`src/hw/asg_pkg.sv`:
```
////////////////////
// shared widths, register map and control word for the single channel ASG
// sample table is fixed at 1024 words of 14 bits
////////////////////

package asg_pkg;

  // data path and counters
  localparam int unsigned DW  = 14;         // sample width, signed
  localparam int unsigned CWM = 10;         // table address bits
  localparam int unsigned CWF = 16;         // phase fraction bits
  localparam int unsigned CW  = CWM + CWF;  // full pointer width
  localparam int unsigned CWL = 32;         // burst length counter
  localparam int unsigned CWN = 16;         // burst number counter
  localparam int unsigned TN  = 4;          // external triggers

  // gain of 2**GAIN_SHIFT is unity
  localparam int unsigned GAIN_SHIFT = DW - 2;

  ////////////////////
  // address map
  ////////////////////

  localparam int unsigned BUF_SEL = 12;  // high half of the 8 KB window is the table

  localparam logic [BUF_SEL-1:0] REG_CTL     = 12'h000;
  localparam logic [BUF_SEL-1:0] REG_TRG     = 12'h004;
  localparam logic [BUF_SEL-1:0] REG_SIZ     = 12'h010;
  localparam logic [BUF_SEL-1:0] REG_OFF     = 12'h014;
  localparam logic [BUF_SEL-1:0] REG_STP     = 12'h018;
  localparam logic [BUF_SEL-1:0] REG_BST     = 12'h020;  // ben bit 0, inf bit 1
  localparam logic [BUF_SEL-1:0] REG_BDL     = 12'h024;
  localparam logic [BUF_SEL-1:0] REG_BLN     = 12'h028;
  localparam logic [BUF_SEL-1:0] REG_BNM     = 12'h02c;
  localparam logic [BUF_SEL-1:0] REG_STS_BLN = 12'h030;
  localparam logic [BUF_SEL-1:0] REG_STS_BNM = 12'h034;
  localparam logic [BUF_SEL-1:0] REG_MUL     = 12'h038;
  localparam logic [BUF_SEL-1:0] REG_SUM     = 12'h03c;

  // control word, write side
  typedef struct packed {
    logic [29:0] rsv;
    logic        trg;  // software trigger pulse
    logic        rst;  // engine stop pulse
  } ctl_wr_t;

  // control word, read side
  typedef struct packed {
    logic [27:0] rsv;
    logic        stp;  // engine idle
    logic        run;  // engine running
    logic [1:0]  pad;
  } ctl_rd_t;

  typedef union packed {
    ctl_wr_t wr;
    ctl_rd_t rd;
  } ctl_word_t;

endpackage
```
`src/hw/asg_core.sv`:
```
////////////////////
// generator engine: trigger, phase pointer, bursts, sample stream
// triggers are ignored while running
// ctl_rst stops the engine, a sample already on the stream still leaves
////////////////////

module asg_core (
  input  logic                     bus,
  input  logic                     rst,
  input  logic                     ctl_rst,
  input  logic                     trg_swo,
  input  logic [asg_pkg::TN-1:0]   trg_ext,
  // configuration
  input  logic [asg_pkg::TN-1:0]   cfg_trg,
  input  logic [asg_pkg::CW-1:0]   cfg_siz,
  input  logic [asg_pkg::CW-1:0]   cfg_off,
  input  logic [asg_pkg::CW-1:0]   cfg_stp,
  input  logic                     cfg_ben,
  input  logic                     cfg_inf,
  input  logic [asg_pkg::CWM-1:0]  cfg_bdl,
  input  logic [asg_pkg::CWL-1:0]  cfg_bln,
  input  logic [asg_pkg::CWN-1:0]  cfg_bnm,
  // table
  output logic [asg_pkg::CWM-1:0]  rd_addr,
  input  logic [asg_pkg::DW-1:0]   rd_data,
  // stream
  output logic [asg_pkg::DW-1:0]   smp_data,
  output logic                     smp_valid,
  input  logic                     smp_ready,
  // events and status
  output logic                     trg_out,
  output logic                     irq_trg,
  output logic                     irq_stp,
  output logic                     sts_run,
  output logic [asg_pkg::CWL-1:0]  sts_bln,
  output logic [asg_pkg::CWN-1:0]  sts_bnm
);

  logic [asg_pkg::TN-1:0]   trg_ext_r;  // previous trg_ext for edge detect
  logic                     run;
  logic [asg_pkg::CW-1:0]   ptr;        // fixed point table pointer
  logic [asg_pkg::CW-1:0]   ptr_d;      // pointer for next cycle
  logic [asg_pkg::CW:0]     ptr_sum;    // one extra bit for the wrap compare
  logic [asg_pkg::CWL:0]    bst_top;    // last sample index within a burst
  logic                     start;
  logic                     accept;     // output register takes a sample
  logic                     bst_dat;    // current sample comes from the table
  logic                     bst_end;    // current sample closes the burst
  logic                     bst_last;   // ... and it was the final burst

  assign start  = ~run & (trg_swo | (|(trg_ext & ~trg_ext_r & cfg_trg)));
  assign accept = run & (~smp_valid | smp_ready);

  ////////////////////
  // burst bookkeeping
  ////////////////////

  assign bst_top  = {{(asg_pkg::CWL+1-asg_pkg::CWM){1'b0}}, cfg_bdl} + {1'b0, cfg_bln};
  assign bst_dat  = ~cfg_ben
                  | (sts_bln <= {{(asg_pkg::CWL-asg_pkg::CWM){1'b0}}, cfg_bdl});
  assign bst_end  = cfg_ben & ({1'b0, sts_bln} == bst_top);
  assign bst_last = bst_end & ~cfg_inf & (sts_bnm + 1'b1 == cfg_bnm);

  assign ptr_sum = {1'b0, ptr} + {1'b0, cfg_stp};

  // pointer update, wraps at table size
  always_comb begin
    ptr_d = ptr;
    if (start) begin
      ptr_d = cfg_off;
    end else if (accept) begin
      if (bst_end) begin
        ptr_d = cfg_off;  // next burst restarts at offset
      end else if (bst_dat) begin
        if (ptr_sum >= {1'b0, cfg_siz}) ptr_d = asg_pkg::CW'(ptr_sum - {1'b0, cfg_siz});
        else                            ptr_d = ptr_sum[asg_pkg::CW-1:0];
      end
    end
  end

  // address leads the pointer so rd_data always matches ptr
  assign rd_addr = ptr_d[asg_pkg::CW-1:asg_pkg::CWF];

  ////////////////////
  // control FSM
  ////////////////////

  always_ff @(posedge bus) begin
    if (rst) begin
      trg_ext_r <= '0;
      run       <= 1'b0;
      ptr       <= '0;
      sts_bln   <= '0;
      sts_bnm   <= '0;
      smp_valid <= 1'b0;
      trg_out   <= 1'b0;
      irq_trg   <= 1'b0;
      irq_stp   <= 1'b0;
    end else begin
      trg_ext_r <= trg_ext;
      ptr       <= ptr_d;
      trg_out   <= start;  // one cycle notification
      irq_trg   <= start;
      irq_stp   <= 1'b0;
      if (ctl_rst) begin
        run <= 1'b0;
      end else if (start) begin
        run     <= 1'b1;
        sts_bln <= '0;
        sts_bnm <= '0;
      end else if (accept & cfg_ben) begin
        if (bst_end) begin
          sts_bln <= '0;
          sts_bnm <= sts_bnm + 1'b1;
          if (bst_last) begin
            run     <= 1'b0;
            irq_stp <= 1'b1;
          end
        end else begin
          sts_bln <= sts_bln + 1'b1;
        end
      end
      // valid holds until the lin stage takes it
      if (accept)         smp_valid <= 1'b1;
      else if (smp_ready) smp_valid <= 1'b0;
    end
  end

  // sample payload, zero during burst idle
  always_ff @(posedge bus) begin
    if (accept) smp_data <= bst_dat ? rd_data : '0;
  end

  assign sts_run = run;

endmodule

```
`config.mk`:
```
export PLATFORM = sky130hd
export DESIGN_NAME = asg_core
export DESIGN_NICKNAME = d
export VERILOG_FILES = /design/src/hw/asg_pkg.sv /design/src/hw/asg_core.sv
export SDC_FILE = /design/constraint.sdc
export NUM_CORES = 1
export LEC_CHECK = 0
export BUFFER_PORTS_ARGS = -buffer_cell sky130_fd_sc_hd__buf_2
export CORE_ASPECT_RATIO = 1.4
export CORE_UTILIZATION = 30
export CTS_BUF_LIST = sky130_fd_sc_hd__clkbuf_4 sky130_fd_sc_hd__clkbuf_8 sky130_fd_sc_hd__clkbuf_16
export DETAILED_ROUTE_END_ITERATION = 6
export SLEW_MARGIN = 10
export SYNTH_ARGS = -nofsm -noshare
export SYNTH_HDL_FRONTEND = slang
export SYNTH_SLANG_ARGS = --single-unit
```
`constraint.sdc`:
```
create_clock -name bus -period 5.7 [get_ports bus]
set_clock_uncertainty 0.2 [all_clocks]
set_input_delay 0.57 -clock bus [delete_from_list [all_inputs] [get_ports bus]]
set_output_delay 0.57 -clock bus [all_outputs]
set_load 0.01 [all_outputs]
```
After elaboration in Yosys (flattened, before gate mapping) --
Cells that the tools add are included.
Storage, ports and cells: bits of input ports 165, output and inout port bits 77, logic and storage cells 69, bits in registers 96
Operators by class: bitwise operators 19, multiplexer cells 18, equality and inequality tests 2, reductions and logical operators 13, add/subtract/negate cells 5, $lt $le $gt $ge 2
Operators by type and width (count):
- two-way mux 26 bit | 5
- two-way mux 32 bit | 3
- two-way mux 16 bit | 3
- adder 10 x 32 -> 33 bit | 1
- equality test 32 x 33 -> 1 bit | 1
- adder 32 x 1 -> 32 bit, second input constant | 1
- <= comparator 32 x 10 -> 1 bit | 1
- adder 26 x 26 -> 27 bit | 1
- greater-or-equal comparator 27 x 26 -> 1 bit | 1
- subtractor 26 bit | 1
- adder 16 x 1 -> 16 bit, second input constant | 1
- equality test 16 bit | 1
- nonzero test 2 bit | 5
- AND 4 bit | 2
- two-way mux 1 bit | 7
- NOT 1 bit | 7
- AND 1 bit | 6
- AND reduction 3 bit | 2
- OR reduction 5 bit | 1
- NOT 4 bit | 1
- AND reduction 2 bit | 2
- OR reduction 4 bit | 1
- bitwise OR 1 bit | 3
- nonzero test 3 bit | 1
- OR reduction 2 bit | 1

Logic depth before layout (Yosys ltp) --
word-level depth 9, mapped depth 24, depth with buffers taken out 22

Worst setup path after synthesis --
Ideal clock, no wire load.
kind input to output, from in cfg_stp[0] in the netlist's numbering, to out rd_addr[7] in the netlist's numbering, arrival time 5.014 ns, path buffers 3, stages 23, setup slack -0.084 ns, path through ha_1 > inv_1 > fa_1 > nand2b_1 > a21oi_1 > o22ai_1 > o21a_1 > a21oi_1 > a21oi_1 > xnor2_1 > ha_1 > a21oi_1 > o21ai_0 > or2_2 > a2111oi_0 > o31ai_1 > a21boi_0 > clkbuf_1 > clkbuf_1 > o21ai_0 > a21oi_1 > o31ai_1 > buf_4
On the way: word-level cells in the longest chain between the ends 7, elaborated cells between the ends (all ways) 8, those cells by class add/sub (2); order compare (1); mux (5)
Ends and longest elaborated chain:
- start, declared | line asg_core.sv:17 | input logic [asg_pkg::CW-1:0] cfg_stp,
- adder 26 x 26 -> 27 bit * | line asg_core.sv:64 | assign ptr_sum = {1'b0, ptr} + {1'b0, cfg_stp};
- subtractor 26 bit or greater-or-equal comparator 27 x 26 -> 1 bit (tied branches) | line asg_core.sv:75 | if (ptr_sum >= {1'b0, cfg_siz}) ptr_d = asg_pkg::CW'(ptr_sum - {1'b0, cfg_siz});
- two-way mux 26 bit * | line asg_core.sv:75
- two-way mux 26 bit * | line asg_core.sv:74 | end else if (bst_dat) begin
- two-way mux 26 bit * | line asg_core.sv:72 | if (bst_end) begin
- two-way mux 26 bit * | line asg_core.sv:71 | end else if (accept) begin
- two-way mux 26 bit * | line asg_core.sv:69 | if (start) begin
- end, declared | line asg_core.sv:24 | output logic [asg_pkg::CWM-1:0] rd_addr,
Every way passes the cells marked *; elsewhere a longest branch is shown, timed or not. The select of a mux whose other input is x is not followed.

Final worst setup path --
from reg ptr[0] in the netlist's numbering, to out rd_addr[5] in the netlist's numbering
On the way: word-level cells in the longest chain between the ends 7, elaborated cells between the ends (all ways) 8, those cells by class add/sub (2); order compare (1); mux (5)
Ends and longest elaborated chain:
- start, declared | line asg_core.sv:41 | logic [asg_pkg::CW-1:0] ptr;
- start signal, assigned | line asg_core.sv:101 | ptr <= ptr_d;
- adder 26 x 26 -> 27 bit * | line asg_core.sv:64
- subtractor 26 bit or greater-or-equal comparator 27 x 26 -> 1 bit (tied branches) | line asg_core.sv:75
- two-way mux 26 bit * | line asg_core.sv:75
- two-way mux 26 bit * | line asg_core.sv:74
- two-way mux 26 bit * | line asg_core.sv:72
- two-way mux 26 bit * | line asg_core.sv:71
- two-way mux 26 bit * | line asg_core.sv:69
Marks and branches as above.

==> reports/results.txt <==
Die height = 211 µm
Num CTS Buffers = 9
Post-route ant nets = 0
Placed Area = 11700 µm²
Synth Net Count = 1469
CP max-delay cell = a2111oi_4
Initial antenna violation count = 0
Finished Cell Area = 12700 µm²
Power per Cell Area = 282 nW/µm²
RSZ-0062 raised after global routing = yes
CP Data Required Time = 4.93 ns
Max-Cap Viols = 0
Initial core utilization = 30.5%
Pwr Total = 3.59 mW
Nets = 1817
Slew @ Worst Pin = 0.943 ns
CTS max path bufs = 2
Leak = 5.89 nW
DR vias = 10337
Yosys reg bits = 96
Io pins = 242
Min cycle time layout = 5.67 ns
EDFF count, synth = 14
Die ar. = 32000 µm²
Yosys cell types = 79
Syn Inst Count = 1227
Die X = 152 µm
Status = completed
Fraction of the yosys area taken by sequential cells = 21.9%
Max VDD drop = 0.151 mV
Gr usage total = 21.2%
Commonest non-fill, non-tap cell in the layout = buf_2
CTS sink cnt = 96
Synth async-reset ratio = 0%
Fmax = 176 MHz
Global-route wire length before repair = 51.9 mm
Crit end category = output port
Slew headroom = 37.1%
Cell Chain, Critical Path = ha_4 > inv_2 > fa_2 > nand2b_4 > a21oi_4 > buf_4 > buf_4 > a211oi_1 > xnor2_1 > ha_1 > a21o_1 > nand3_1 > nand3_1 > a2111oi_4 > o31ai_4 > a21boi_4 > clkinv_2 > mux2i_1 > o21ai_1 > a222oi_1 > inv_1 > buf_2
Vias in the first global route = 10144
Core area = 30800 µm²
Setup TNS = 0 ns
Vias per cell = 5.25
Layout area overhead = 35.3%
Worst Slack Setup Final = 0.0295 ns
H-tree Lvls = 3
Cts hold-fix bufs = 0
Hold Path Class = input pin to flop
Clock root buffer = clkbuf_16
Final Slew Violations = 0
Row count = 76
WL final = 34.3 mm
Final period utilization = 99.5%
Dpl cells = 1925
GP Congestion = 0.948
Critical path type = flop to output port
Worst-Skew Late Latency = 0.38 ns
Clk slew on worst S/H paths = 0.08 ns
Worst path bufs/invs = 6
1st-pass router iterations = 5
Yosys warning count = 0
IO buf count = 241
Diode count = 0
Layout cell share with drive strength beyond 1 = 31.2%
Routed wire per std cell = 17.4 µm
Crit Path Max Fanout = 6
Grt ovf = 0
Place WS = -0.465 ns
Delay-heaviest family, CP = compound AO/OA/AOI/OAI gates
Startpoint type of the worst setup path = flop
Non-filler cells, final = 1970
Top_reg_cell synth = dfxtp_1
Slowest stage delay, CP = 0.44 ns
DRT iter0 DRCs = 515
# setup viols final = 0
Post-DP HPWL = 27.8 mm
Mapped Avg Cell Area = 7.66 µm²
DRC Markers = 0
CTS tree = done
Largest net degree at the start of global routing = 41
Final hold vios = 0
Critical path arrival = 4.90 ns
Synthesized area = 9400 µm²
Commonest non-fill, non-tap cells in the layout = buf_2 (240), buf_4 (141), nor2_1 (130), nand2_1 (110), dfxtp_1 (81)
registers in the layout (all words and copies together) (netlist names):
signal     count
irq_stp        1
sts_bln       32
smp_data      14
ptr           26
sts_run        1
irq_trg        1
sts_bnm       16
trg_ext_r      4
smp_valid      1
report_power, final:
group / internal, mW / switching (mW)
registers: 0.724 / 0.0267
clock network: 0.310 / 0.325
logic: 1.06 / 1.14
final cells by class:
class	instances	area, µm²
Clock inverter	7	72.6
Multi-Input combinational cell	1006	7250
Sequential cell	96	2060
Tap cell	390	488
Fill cell	3131	18100
Timing Repair Buffer	387	2330
Clock buffer	9	225
Inverter	75	283
metrics by stage:
step	hold slack (ns)	utilization, %
4_1_cts	0.186	39.8
3_3_place_gp	0.287	38.0
3_5_place_dp	0.288	38.0
6_report	0.211	41.3
5_1_grt	0.218	41.3
2_1_floorplan	0.272	-
cell usage after synthesis, types with 21 or more instances:
cell	instances	share of area (%)
a211oi_1	26	2.1
a21o_1	22	1.8
a21oi_1	65	3.5
and2_1	25	1.7
clkbuf_1	21	0.84
dfxtp_1	82	17
ha_1	74	9.9
inv_1	74	3.0
nand2_1	111	4.4
nand3_1	45	2.4
nand4_1	24	1.6
nor2_1	130	5.2
nor2b_1	23	1.5
nor3_1	24	1.3
o21ai_0	67	3.6
xnor2_1	76	7.1
xor2_1	65	6.1
per-layer routing:
metal | share of wire (%) | global-route usage, % | routed length, µm
met5 | 0 | 0 | 0
met4 | 4.6 | 11.1 | 1590
met3 | 4.4 | 2.69 | 1510
met2 | 53 | 39.9 | 18200
met1 | 38 | 22.4 | 13000
worst reg2reg max path, delay by kind of cell, from the launching register on:
family          cells  cell delay [ns]
buf+inv            13             1.52
simple gates        4             0.63
compound gates      9             1.54
flops               1             0.36
xor+xnor            1             0.28
fa+ha+maj           3             0.91
kinds of logic after synthesis:
| group | Yosys count | share of synthesized area [%] |
|---|---|---|
| AOI/OAI and AO/OA | 310 | 22.6 |
| xor gates and xnor gates | 141 | 13.1 |
| adders and majority gates | 77 | 10.5 |
| buffers and inverters | 125 | 5.91 |
| DFF | 96 | 21.9 |
| muxes | 17 | 1.89 |
| and+or+nand+nor | 461 | 24.0 |
worst paths after layout:
| check | start | slack, ns | depth (start not counted) | to |
|---|---|---|---|---|
| worst max-delay path | ptr[0] | 0.03 | 22 | rd_addr[5] |
| worst min-delay path | trg_ext[1] | 0.21 | 2 | trg_ext_r[1] |
| worst min register to register | ptr[13] | 0.31 | 2 | ptr[13] |
| worst max register to register | ptr[0] | 0.20 | 30 | ptr[22] |
repair_timing:
item / CTS / global route
pin swaps: 16 / 49
gates resized for setup: 30 / 72
setup buffers: 20 / 10
endpoints found under the setup margin: 10 / 11
No activity file was read; power rests on OpenSTA's default activity.
