File: config.mk
export PLATFORM = sky130hd
export DESIGN_NAME = asg_lin
export DESIGN_NICKNAME = d
export VERILOG_FILES = /design/src/hw/asg_pkg.sv /design/src/hw/asg_lin.sv
export SDC_FILE = /design/constraint.sdc
export NUM_CORES = 1
export LEC_CHECK = 0
export BUFFER_PORTS_ARGS = -buffer_cell sky130_fd_sc_hd__buf_2
export CORE_AREA = 2 2 132 134
export DETAILED_ROUTE_END_ITERATION = 10
export DIE_AREA = 0 0 134 136
export PLACE_DENSITY_LB_ADDON = 0.25
export SYNTH_ARGS = -nofsm -noshare
export SYNTH_HDL_FRONTEND = slang
export SYNTH_SLANG_ARGS = --single-unit
export TNS_END_PERCENT = 30
File: constraint.sdc
create_clock -name bus -period 6.1 [get_ports bus]
set_clock_uncertainty 0.15 [all_clocks]
set_input_delay 0.61 -clock bus [delete_from_list [all_inputs] [get_ports bus]]
set_output_delay 0.61 -clock bus [all_outputs]
set_load 0.005 [all_outputs]
File: src/hw/asg_pkg.sv
////////////////////
// shared widths, register map and control word for the single channel ASG
// sample table is fixed at 1024 words of 14 bits
////////////////////

package asg_pkg;

  // data path and counters
  localparam int unsigned DW  = 14;         // sample width, signed
  localparam int unsigned CWM = 10;         // table address bits
  localparam int unsigned CWF = 16;         // phase fraction bits
  localparam int unsigned CW  = CWM + CWF;  // full pointer width
  localparam int unsigned CWL = 32;         // burst length counter
  localparam int unsigned CWN = 16;         // burst number counter
  localparam int unsigned TN  = 4;          // external triggers

  // gain of 2**GAIN_SHIFT is unity
  localparam int unsigned GAIN_SHIFT = DW - 2;

  ////////////////////
  // address map
  ////////////////////

  localparam int unsigned BUF_SEL = 12;  // high half of the 8 KB window is the table

  localparam logic [BUF_SEL-1:0] REG_CTL     = 12'h000;
  localparam logic [BUF_SEL-1:0] REG_TRG     = 12'h004;
  localparam logic [BUF_SEL-1:0] REG_SIZ     = 12'h010;
  localparam logic [BUF_SEL-1:0] REG_OFF     = 12'h014;
  localparam logic [BUF_SEL-1:0] REG_STP     = 12'h018;
  localparam logic [BUF_SEL-1:0] REG_BST     = 12'h020;  // ben bit 0, inf bit 1
  localparam logic [BUF_SEL-1:0] REG_BDL     = 12'h024;
  localparam logic [BUF_SEL-1:0] REG_BLN     = 12'h028;
  localparam logic [BUF_SEL-1:0] REG_BNM     = 12'h02c;
  localparam logic [BUF_SEL-1:0] REG_STS_BLN = 12'h030;
  localparam logic [BUF_SEL-1:0] REG_STS_BNM = 12'h034;
  localparam logic [BUF_SEL-1:0] REG_MUL     = 12'h038;
  localparam logic [BUF_SEL-1:0] REG_SUM     = 12'h03c;

  // control word, write side
  typedef struct packed {
    logic [29:0] rsv;
    logic        trg;  // software trigger pulse
    logic        rst;  // engine stop pulse
  } ctl_wr_t;

  // control word, read side
  typedef struct packed {
    logic [27:0] rsv;
    logic        stp;  // engine idle
    logic        run;  // engine running
    logic [1:0]  pad;
  } ctl_rd_t;

  typedef union packed {
    ctl_wr_t wr;
    ctl_rd_t rd;
  } ctl_word_t;

endpackage
File: src/hw/asg_lin.sv
////////////////////
// gain then offset, both saturate to the 14 bit signed range
// two registered stages with valid/ready back-pressure
////////////////////

module asg_lin (
  input  logic                    bus,
  input  logic                    rst,
  input  logic [asg_pkg::DW-1:0]  smp_data,
  input  logic                    smp_valid,
  output logic                    smp_ready,
  input  logic [asg_pkg::DW-1:0]  cfg_mul,
  input  logic [asg_pkg::DW-1:0]  cfg_sum,
  output logic [asg_pkg::DW-1:0]  sto_data,
  output logic                    sto_valid,
  input  logic                    sto_ready
);

  logic signed [2*asg_pkg::DW-1:0] mul_prd;   // full product
  logic signed [2*asg_pkg::DW-1:0] mul_shf;   // scaled by gain unit
  logic signed [2*asg_pkg::DW-1:0] add_sum;
  logic        [asg_pkg::DW-1:0]   s1_dat;
  logic                            s1_vld;
  logic                            s2_rdy;

  // clamp a wide signed value into DW bits
  function automatic logic [asg_pkg::DW-1:0] sat(input logic signed [2*asg_pkg::DW-1:0] x);
    logic [asg_pkg::DW:0] top;
    top = x[2*asg_pkg::DW-1:asg_pkg::DW-1];
    if ((&top) || ~(|top)) return x[asg_pkg::DW-1:0];  // fits
    return {x[2*asg_pkg::DW-1], {(asg_pkg::DW-1){~x[2*asg_pkg::DW-1]}}};
  endfunction

  assign mul_prd = $signed(smp_data) * $signed(cfg_mul);
  assign mul_shf = mul_prd >>> asg_pkg::GAIN_SHIFT;  // arithmetic
  assign add_sum = $signed(s1_dat) + $signed(cfg_sum);

  // a stage takes new data when empty or draining
  assign s2_rdy    = ~sto_valid | sto_ready;
  assign smp_ready = ~s1_vld | s2_rdy;

  ////////////////////
  // stage valids
  ////////////////////

  always_ff @(posedge bus) begin
    if (rst) begin
      s1_vld    <= 1'b0;
      sto_valid <= 1'b0;
    end else begin
      if (smp_ready) s1_vld    <= smp_valid;
      if (s2_rdy)    sto_valid <= s1_vld;
    end
  end

  // payloads
  always_ff @(posedge bus) begin
    if (smp_ready & smp_valid) s1_dat   <= sat(mul_shf);  // gain
    if (s2_rdy & s1_vld)       sto_data <= sat(add_sum);  // offset
  end

endmodule

Word level (Yosys, flattened, before mapping)

Index checks and enable logic that the tools add are counted.

Register bits: 30
Input port bits: 46
Output and inout bits: 16
Word-level logic and storage cells: 30

Add/subtract/negate cells: 1
Multipliers: 1
Muxes and demuxes: 8
Bitwise logic cells: 10
Reductions and logical operators: 6

Operators with widths:

| operator          | number |
|---|---|
| $mux 14           | 4 |
| $mul 14x14->28    | 1 |
| $add 14x14->15    | 1 |
| $reduce_and 15->1 | 1 |
| $reduce_or 15->1  | 1 |
| $not 1->1         | 6 |
| $mux 1            | 4 |
| $reduce_and 3->1  | 1 |
| $reduce_or 3->1   | 1 |
| $and 1x1->1       | 2 |
| $logic_or 1x1->1  | 2 |
| $or 1x1->1        | 2 |

Longest topological paths before layout

Gate-level depths: netlist of run 1.

Depth in word-level cells: 7
Depth in mapped cells: 25
Mapped depth without buffers: 23

Worst setup path before layout of run 1

No wires, ideal clock.

Path kind: input to register
From: in smp_data[13] (netlist name)
To: reg s1_dat[10] (netlist name), data pin
Data arrival time: 6259 ps
Required time: 5696 ps
Slack: -563 ps
Stages: 24
Path buffers: 2
Cell sequence: clkbuf_1 > nand2_1 > fa_1 > inv_1 > fa_1 > inv_1 > fa_1 > inv_1 > fa_1 > inv_1 > fa_1 > fa_1 > inv_1 > ha_1 > a21oi_1 > nor2b_1 > o21ai_1 > nand2b_1 > or3_1 > o21ai_2 > xnor2_1 > o21ai_2 > buf_6 > a21o_1

Cells in the longest elaborated chain, start to end: 7

Ends and longest elaborated chain:

| what                   | line          | RTL |
|---|---|---|
| start: declaration     | asg_lin.sv:9  | `input logic [asg_pkg::DW-1:0] smp_data,` |
| $mul 14x14->28 (*)     | asg_lin.sv:34 | `assign mul_prd = $signed(smp_data) * $signed(cfg_mul);` |
| $reduce_or 3->1        | asg_lin.sv:30 | `if ((&top) \|\| ~(\|top)) return x[asg_pkg::DW-1:0];` |
| $not 1->1              | asg_lin.sv:30 |  |
| $logic_or 1x1->1       | asg_lin.sv:30 |  |
| $mux 1                 | asg_lin.sv:30 |  |
| $mux 1                 | asg_lin.sv:58 | `if (smp_ready & smp_valid) s1_dat <= sat(mul_shf);` |
| $mux 14 (*)            | asg_lin.sv:31 | `return {x[2*asg_pkg::DW-1], {(asg_pkg::DW-1){~x[2*asg_pkg::DW-1]}}};` |
| end signal: assignment | asg_lin.sv:58 |  |
| end: declaration       | asg_lin.sv:22 | `logic [asg_pkg::DW-1:0] s1_dat;` |

Every way passes the cells marked *; elsewhere a longest branch is shown, timed or not. The select of a mux whose other input is x is not followed.
A chain may end at the register's enable or synchronous reset.

Worst setup path after layout of run 1

From: in smp_data[6] (netlist name)
To: reg s1_dat[1] (netlist name), data pin

Same word-level chain as after synthesis.

==> reports/qor.yml, run 1 <==
setup.worst_path.start: "smp_data[6]"
grt_pass1_wl_um: 35200
fp.dieH_um: 136
cts_hold_buf: 0
clk_pin_slew_ns: 0.05
status: "complete, but fails checks"
vias_per_cell: 5.06
cts_inserted_buffers: 5
period_needed_ns: 6.26
final_common_cell: "inv_1"
rsz0062_at_grt: "true"
rows: 48
worstPathRequired_ns: 6.10
ys_types: 51
insertion_delay_ns: 0.28
relSlewSlack_pct: 20.1
io_pins: 62
ys.warnings.count: 0
max_freq_mhz: 160
dp_slack_ns: -0.660
setup_viol: 13
drt_iter0_drc: 258
r2r_slack_ns: 2.39
layout.cells.non_filler: 1325
crit_top_cell: "fa_1"
worst-setup-path-type: "input pin to flop"
cp_max_fo: 13
synth_edf_count: 28
yosys.area.top_type: "fa_1"
crit_family: "adder cells"
critical_path_depth: 25
end_kind: "flop"
diodes: 0
r2r.worst_path.cells: 9
syn-instance-count: 944
yosysTopAreaCellShare_pct: 43.1
first_pass_iters: 4
synthesis.area_um2: 9050
final_cell_mix: "inv_1 (220), fa_1 (192), buf_4 (112), nand2_1 (93), and2_1 (92)"
ys_ff_latch: 30
num_vias: 6698
grt_max_degree: 15
syn_area_per_cell_um2: 9.58
syn_to_final_growth_pct: 19.5
overflow: 0
dp.cells: 1308
rr_endpoint: "sto_data[3]"
cts_tree: "built"
hold_viol: 0
final_nets: 1418
antenna_found_initial: 0
start_kind: "input pin"
slowest_stage: "fa_1"
cts.sink_count: 30
grtUsageTotal_pct: 24.4
crit_path_end: "s1_dat[1]"
gp_congestion: 0.882
async_flop_share_pct: 0
worst_slack_ns: -0.163
route.detailed.drc: 0
core_um2: 16900
start_util_pct: 53.6
synth_area_leaders: "fa_1 (43%), ha_1 (11%), inv_1 (9.5%)"
seq_area_frac_synth_pct: 9.74
grt_pass1_vias: 7655
drive_above_1_share_pct: 21.5
crit_buf_inv: 8
holdCritPathClass: "input pin to flop"
cp_slowest_stage_delay_ns: 0.53
clk_path_buf_depth: 2
max_cap_violations: 0
period_share_pct: 103
failed_checks: "negative setup slack"
drv_slew: 0
dominantRegCellSynth: "edfxtp_1"
syn-num-nets: 1263
hpwl_um: 16800
postRouteAntennaNets: 0
r2r-start: "s1_dat[1]"
dieArea_um2: 18200
io_buffers: 61
worstPathArrival_ns: 6.26
wl_per_cell_um: 14.8
cts.htree.levels: 2
die_x_um: 134
cts_root_buffer: "clkbuf_16"
tightest_slew_ns: 1.20
totalWireLength_um: 19600
through the flow:
stage	cell area [µm²]	hold slack, ns	util [%]	TNS [ns]
finish	10800	0.348	64.0	-2.01
global route	10800	0.355	64.0	-4.92
CTS	10800	0.344	63.8	-2.79
detailed placement	10400	0.358	61.8	-8.53
global placement	10400	0.341	61.8	-7.58
floorplan	9140	0.328	-	-3.02
layer usage:
metal / vias up / global-route usage [%] / wire, µm
met5: - / 0 / 0
met4: 0 / 8.04 / 782
met1: 3377 / 28.1 / 7440
met3: 58 / 1.53 / 458
met2: 112 / 48.0 / 11000
li1: 3151 / - / -
final cells by class:
class                      count  area, µm²
multi-input combinational    652       7330
tap                          225        282
sequential                    30        881
fill                        1373       6070
clock inverter                 2       12.5
timing repair buffer         179       1300
inverter                     231        870
clock buffer                   6        139
worst register-to-register path: cells and delay by family (launching register included):
kind / cells / cell delay [ns]
flops: 1 / 0.39
compound gates: 8 / 2.60
fa+ha+maj: 1 / 0.28
kinds of logic after synthesis:
logic type,share of synthesized area [%]
AO/OA/AOI/OAI,7.98
buffers and inverters,11.1
flip-flops,9.74
XOR/XNOR,3.10
AND/OR/NAND/NOR,14.2
adder cells (fa/ha/maj),53.9
worst min path at each step:
stage / cells after the start / startpoint / slack (ns) / to
after floorplan: 2 / s1_vld / 0.33 / sto_valid
after global placement: 2 / s1_vld / 0.34 / sto_valid
after detailed placement: 2 / s1_vld / 0.36 / sto_valid
after CTS: 2 / rst / 0.34 / sto_valid
after global routing: 2 / rst / 0.36 / sto_valid
final: 2 / rst / 0.35 / sto_valid
registers in the layout (all words and copies together), names as in the netlist:
name,count
s1_dat,14
s1_vld,1
sto_data,14
sto_valid,1
timing repair:
action / CTS / global route
endpoints found under the hold margin: 0 / 0
setup endpoints to repair: 14 / 14
gates cloned: 1 / 0
pin swaps: 27 / 29
buffers inserted: 8 / 2
resized for setup: 24 / 26
cell usage after synthesis (all sizes together) (3+ instances only):
master / n
a2111oi: 3
a211oi: 5
a21o: 11
a21oi: 18
a311oi: 4
and2: 97
buf: 5
clkbuf: 26
edfxtp: 28
fa: 195
ha: 78
inv: 230
nand2: 94
nand2b: 10
nand3: 3
nand4: 3
nor2: 30
nor2b: 4
nor3: 6
o21a: 16
o21ai: 20
o31ai: 3
or3: 4
xnor2: 25
xor2: 7
Power of run 1 is not shown: default switching activity piles up to over one toggle a cycle in this logic, so the estimate is an artifact.
==> run 2, diff against run 1 <==
- ABC_AREA: unset -> 1
- CORE_AREA: 2 2 132 134 -> 2 2 138 140
- DIE_AREA: 0 0 134 136 -> 0 0 140 142
==> reports/qor.yml, run 2 <==
r2r-start: "s1_dat[0]"  # was s1_dat[1]
grt_pass1_vias: 8505  # was 7655
io_pins: 62  # unchanged
setup.worst_path.start: "cfg_mul[7]"  # was smp_data[6]
syn_to_final_growth_pct: 20.8  # was 19.5%
holdCritPathClass: "flop to flop"  # was input pin to flop
crit_path_cell_trace: "buf_4 -> nand2_2 -> fa_1 -> inv_2 -> fa_1 -> inv_2 -> buf_4 -> fa_1 -> fa_1 -> fa_1 -> inv_2 -> fa_1 -> ha_4 -> nand2_4 -> nor2_4 -> nand2_2 -> nor4_4 -> a21oi_2 -> nand2_2 -> nand2_2 -> o21ai_4 -> clkbuf_16 -> nand2_1"
die_x_um: 140  # was 134 µm
drive_above_1_share_pct: 19.5  # was 21.5%
dominantRegCellSynth: "edfxtp_1"  # unchanged
synthAdderAreaFrac_pct: 49.2  # was 53.9%
drv_slew: 0  # unchanged
rows: 50  # was 48
cts_inserted_buffers: 5  # unchanged
ys_types: 36  # was 51
syn-instance-count: 1288  # was 944
r2r_slack_ns: 3.50  # was 2.39 ns
final_cell_mix: "inv_1 (363), nand2_1 (341), fa_1 (190), buf_4 (117), ha_1 (68)"  # was inv_1 (220), fa_1 (192), buf_4 (112), nand2_1 (93), and2_1 (92)
period_needed_ns: 6.00  # was 6.26 ns
cp_max_fo: 6  # was 13
synth_edf_count: 28  # unchanged
slowest_stage: "fa_1"  # unchanged
worst_slack_ns: 0.102  # was -0.163 ns
period_share_pct: 98.3  # was 103%
cts.htree.levels: 2  # unchanged
yosysMostFrequentCell: "inv_1"  # unchanged
overflow: 0  # unchanged
hold_start: "s1_vld"  # was rst
drt_iter0_drc: 411  # was 258
synth_xor_area_share_pct: 2.83  # was 3.10%
failed_checks: "design-rule violations"  # was negative setup slack
first_pass_iters: 8  # was 4
diodes: 0  # unchanged
ys_ff_latch: 30  # unchanged
start_util_pct: 53.7  # was 53.6%
grt_pass1_wl_um: 38800  # was 35200 µm
final_util_pct: 64.9  # was 64.0%
rsz0062_at_grt: "true"  # unchanged
max_cap_violations: 0  # unchanged
worst-setup-path-type: "input pin to flop"  # unchanged
setup_viol: 0  # was 13
syn_area_per_cell_um2: 7.70  # was 9.58 µm²
yosysTopAreaCellShare_pct: 39.4  # was 43.1%
seq_area_frac_synth_pct: 8.89  # was 9.74%
clk_pin_slew_ns: 0.05  # about the same
crit_top_cell: "fa_1"  # unchanged
synth_top_family_by_area: "adder cells"  # unchanged
gp_congestion: 0.907  # was 0.882
fp.dieH_um: 142  # was 136 µm
final.setup.tns_ns: 0  # was -2.01 ns
dieArea_um2: 19900  # was 18200 µm²
synthSimpleGateAreaFrac_pct: 18.9  # was 14.2%
cts.sink_count: 30  # unchanged
hpwl_um: 19700  # was 16800 µm
cts_hold_buf: 0  # unchanged
final_common_cell: "inv_1"  # unchanged
status: "complete, but fails checks"  # unchanged
num_vias: 8184  # was 6698
cts_tree: "built"  # unchanged
route.detailed.drc: 5  # was 0
final_nets: 1765  # was 1418
largestRegisters: "s1_dat x14, sto_data x14"  # unchanged
cts_root_buffer: "clkbuf_16"  # unchanged
finalHoldWorstSlack_ns: 0.324  # was 0.348 ns
yosys.area.top_type: "fa_1"  # unchanged
insertion_delay_ns: 0.27  # was 0.28 ns
max_freq_mhz: 167  # was 160 MHz
antenna_found_initial: 0  # unchanged
ys.warnings.count: 0  # unchanged
crit_buf_inv: 6  # was 8
dp_slack_ns: -0.351  # was -0.660 ns
hold_viol: 0  # unchanged
clk_path_buf_depth: 2  # unchanged
grtUsageTotal_pct: 24.0  # was 24.4%
worstPathRequired_ns: 5.98  # was 6.10 ns
synthTopCellsByCount: "inv_1 (378), nand2_1 (368), fa_1 (195), ha_1 (78), nor2_1 (44)"  # was inv_1 (230), fa_1 (195), and2_1 (97), nand2_1 (94), ha_1 (78)
postRouteAntennaNets: 0  # unchanged
io_buffers: 61  # unchanged
totalWireLength_um: 23100  # was 19600 µm
synthesis.area_um2: 9910  # was 9050 µm²
crit_family: "adder cells"  # unchanged
worstPathArrival_ns: 5.88  # was 6.26 ns
cp_slowest_stage_delay_ns: 0.59  # was 0.53 ns
start_kind: "input pin"  # unchanged
end_kind: "flop"  # unchanged
synth_area_leaders: "fa_1 (39%), inv_1 (14%), nand2_1 (14%)"  # was fa_1 (43%), ha_1 (11%), inv_1 (9.5%)
core_um2: 18500  # was 16900 µm²
synth.mux.area_fraction_pct: 0  # unchanged
vias_per_cell: 4.87  # was 5.06
relSlewSlack_pct: 64.2  # was 20.1%
tightest_slew_ns: 0.537  # was 1.20 ns
syn-num-nets: 1607  # was 1263
synth_compound_area_share_pct: 4.34  # was 7.98%
wl_per_cell_um: 13.7  # was 14.8 µm
grt_max_degree: 15  # unchanged
async_flop_share_pct: 0  # unchanged
-- run 2: cell types whose count changed in the layout (fill, tap and decap cells not counted), sizes merged, moves of 9 or more --
cell	change
a21oi	+21
and2	-96
clkbuf	+9
inv	+150
nand2	+281
nand2b	-10
nand3	+25
nor2	+15
o21a	-14
o21ai	-10
xnor2	-13
xor2	+13
-- run 2: final cells by class --
class	instances	area [µm²]
clock buffers	8	166
repair buffers	182	1410
flip-flops and latches	30	881
fillers	1557	6480
inverters	380	1430
well taps	234	293
multi-input cells	847	7800
-- run 2: through the flow --
stage / area, µm² / instances
2_1_floorplan: 9920 / 1288
3_3_place_gp: 11200 / 1661
3_5_place_dp: 11200 / 1661
4_1_cts: 11400 / 1669
5_1_grt: 12000 / 1681
6_report: 12000 / 1681
-- run 2: kinds of logic after synthesis --
group / after synthesis
and+or+nand+nor: 468
buffers and inverters: 412
adders and majority gates: 273
AOI/OAI and AO/OA: 73
xor gates and xnor gates: 32
DFF: 30
-- run 2: tightest hold or removal path, delay by kind of cell (launching register included) --
family,cells,cell delay (ns)
buffers and inverters,1,0.06
flip-flops,1,0.31
AO/OA/AOI/OAI,1,0.06
-- run 2: repair_timing --
item | CTS | global route
setup endpoints to repair | 13 | 14
pin swaps | 0 | 37
cloned | 0 | 3
buffers inserted | 0 | 9
resized for setup | 1 | 128
-- run 2: worst paths after layout --
kind | depth (start not counted) | end
max | 23 | s1_dat[8]
min | 2 | sto_valid
min reg2reg | 2 | sto_valid
max reg2reg | 10 | sto_data[3]
-- run 2: metal layers --
layer	vias to the layer above	track usage (%)	wire length [µm]
met5	-	0	0
met4	0	5.90	366
met3	36	2.02	890
met2	196	44.3	12200
met1	3925	30.8	9650
li1	4027	-	-
Power of run 2 is left out for the same reason.
==> run 3, diff against run 2 <==
- CAP_MARGIN: unset -> 20
- CTS_BUF_LIST: unset -> sky130_fd_sc_hd__clkbuf_16
==> reports/qor.yml, run 3 (same netlist as run 2, synthesis figures left out) <==
fp.dieH_um: 142  # unchanged
gp_congestion: 0.907  # unchanged
die_x_um: 140  # unchanged
drt-met1-wl_um: 9660  # was 9650 µm
worstPathArrival_ns: 5.88  # about the same
hpwl_um: 19700  # unchanged
route.met3.wl_um: 866  # was 890 µm
postRouteAntennaNets: 0  # unchanged
cts.sink_count: 30  # unchanged
status: "complete, but fails checks"  # unchanged
worstPathRequired_ns: 5.98  # about the same
core_um2: 18500  # unchanged
diodes: 0  # unchanged
period_needed_ns: 6.00  # about the same
stdcell_area_um2: 11900  # was 12000 µm²
route.detailed.drc: 5  # unchanged
grtUsageTotal_pct: 24.0  # about the same
failed_checks: "design-rule violations"  # unchanged
start_kind: "input pin"  # unchanged
totalWireLength_um: 23100  # about the same
insertion_delay_ns: 0.27  # about the same
cts_root_buffer: "clkbuf_16"  # unchanged
num_vias: 8186  # was 8184
largestRegisters: "s1_dat x14, sto_data x14"  # unchanged
cts.htree.levels: 2  # unchanged
clk_pin_slew_ns: 0.05  # about the same
end_kind: "flop"  # unchanged
highest_layer: "met4"  # unchanged
final_util_pct: 64.7  # was 64.9%
cts_inserted_buffers: 5  # unchanged
drt_iter0_drc: 388  # was 411
grt_max_degree: 15  # unchanged
drive_above_1_share_pct: 19.3  # was 19.5%
dieArea_um2: 19900  # unchanged
hold_viol: 0  # unchanged
finalHoldWorstSlack_ns: 0.327  # was 0.324 ns
first_pass_iters: 9  # was 8
relSlewSlack_pct: 63.9  # was 64.2%
final_cell_mix: "inv_1 (363), nand2_1 (341), fa_1 (190), buf_4 (117), ha_1 (68)"  # unchanged
overflow: 0  # unchanged
io_pins: 62  # unchanged
syn_to_final_growth_pct: 20.5  # was 20.8%
io_buffers: 61  # unchanged
nFillCells: 1565  # was 1557
grt_pass1_vias: 8463  # was 8505
period_share_pct: 98.4  # was 98.3%
dp.cells: 1661  # unchanged
worst-setup-path-type: "input pin to flop"  # unchanged
rows: 50  # unchanged
start_util_pct: 53.7  # unchanged
grt_pass1_wl_um: 38700  # was 38800 µm
dr_wl_met2_um: 12200  # about the same
max_cap_violations: 0  # unchanged
rsz0062_at_grt: "true"  # unchanged
max_freq_mhz: 167  # about the same
clk_path_buf_depth: 2  # unchanged
wl_per_cell_um: 13.7  # about the same
vias_per_cell: 4.87  # about the same
tightest_slew_ns: 0.541  # was 0.537 ns
final_common_cell: "inv_1"  # unchanged
layout.cells.non_filler: 1681  # unchanged
antenna_found_initial: 0  # unchanged
holdCritPathClass: "flop to flop"  # unchanged
setup_viol: 0  # unchanged
final_nets: 1765  # unchanged
cts_hold_buf: 0  # unchanged
cp_max_fo: 6  # unchanged
place_area_um2: 11200  # unchanged
drv_slew: 0  # unchanged
cts_tree: "built"  # unchanged
[run 3: final timing paths]
path	from	end	slack, ns	cells past startpoint
max reg2reg	s1_dat[0]	sto_data[3]	3.50	10
max	cfg_mul[7]	s1_dat[8]	0.1	23
min	s1_vld	sto_valid	0.33	2
min reg2reg	s1_vld	sto_valid	0.33	2
[run 3: worst max-delay path, cell delays in order]
cell and delay (ns):
buf_4 0.13, nand2_2 0.07, fa_1 0.59, inv_2 0.09, fa_1 0.54, inv_2 0.07
buf_4 0.13, fa_1 0.48, fa_1 0.52, fa_1 0.56, inv_2 0.04, fa_1 0.53
ha_4 0.32, nand2_4 0.06, nor2_4 0.12, nand2_2 0.08, nor4_4 0.30, a21oi_2 0.09
nand2_2 0.11, nand2_2 0.09, o21ai_4 0.10, clkbuf_16 0.18, nand2_1 0.05
[run 3: per-layer routing]
metal	vias up	track usage [%]
li1	4031	-
met1	3942	30.8
met2	179	44.3
met3	34	2.02
met4	0	5.69
met5	-	0
[run 3: per-stage QoR]
step | setup slack [ns] | setup TNS [ns]
after global placement | -0.178 | -2.32
final | 0.0992 | 0
after floorplan | 0.0231 | 0
after global routing | -0.124 | -1.31
after CTS | 0.00273 | 0
after detailed placement | -0.351 | -4.35
[run 3: timing repair]
| item | CTS | global route |
|---|---|---|
| gates resized for setup | 1 | 128 |
| gates cloned | 0 | 3 |
| buffers inserted | 0 | 9 |
| setup endpoints to repair | 13 | 14 |
| pin swaps | 0 | 37 |
[run 3: area by class of cell]
type	count	area [µm²]	area share (%)
Timing Repair Buffer	182	1410	11.8
Multi-Input combinational cell	847	7800	65.3
Clock buffer	5	125	1.05
Tap cell	234	293	2.45
Clock inverter	3	11.3	0.0943
Inverter	380	1430	12.0
Sequential cell	30	881	7.37
Power of run 3 is left out for the same reason.
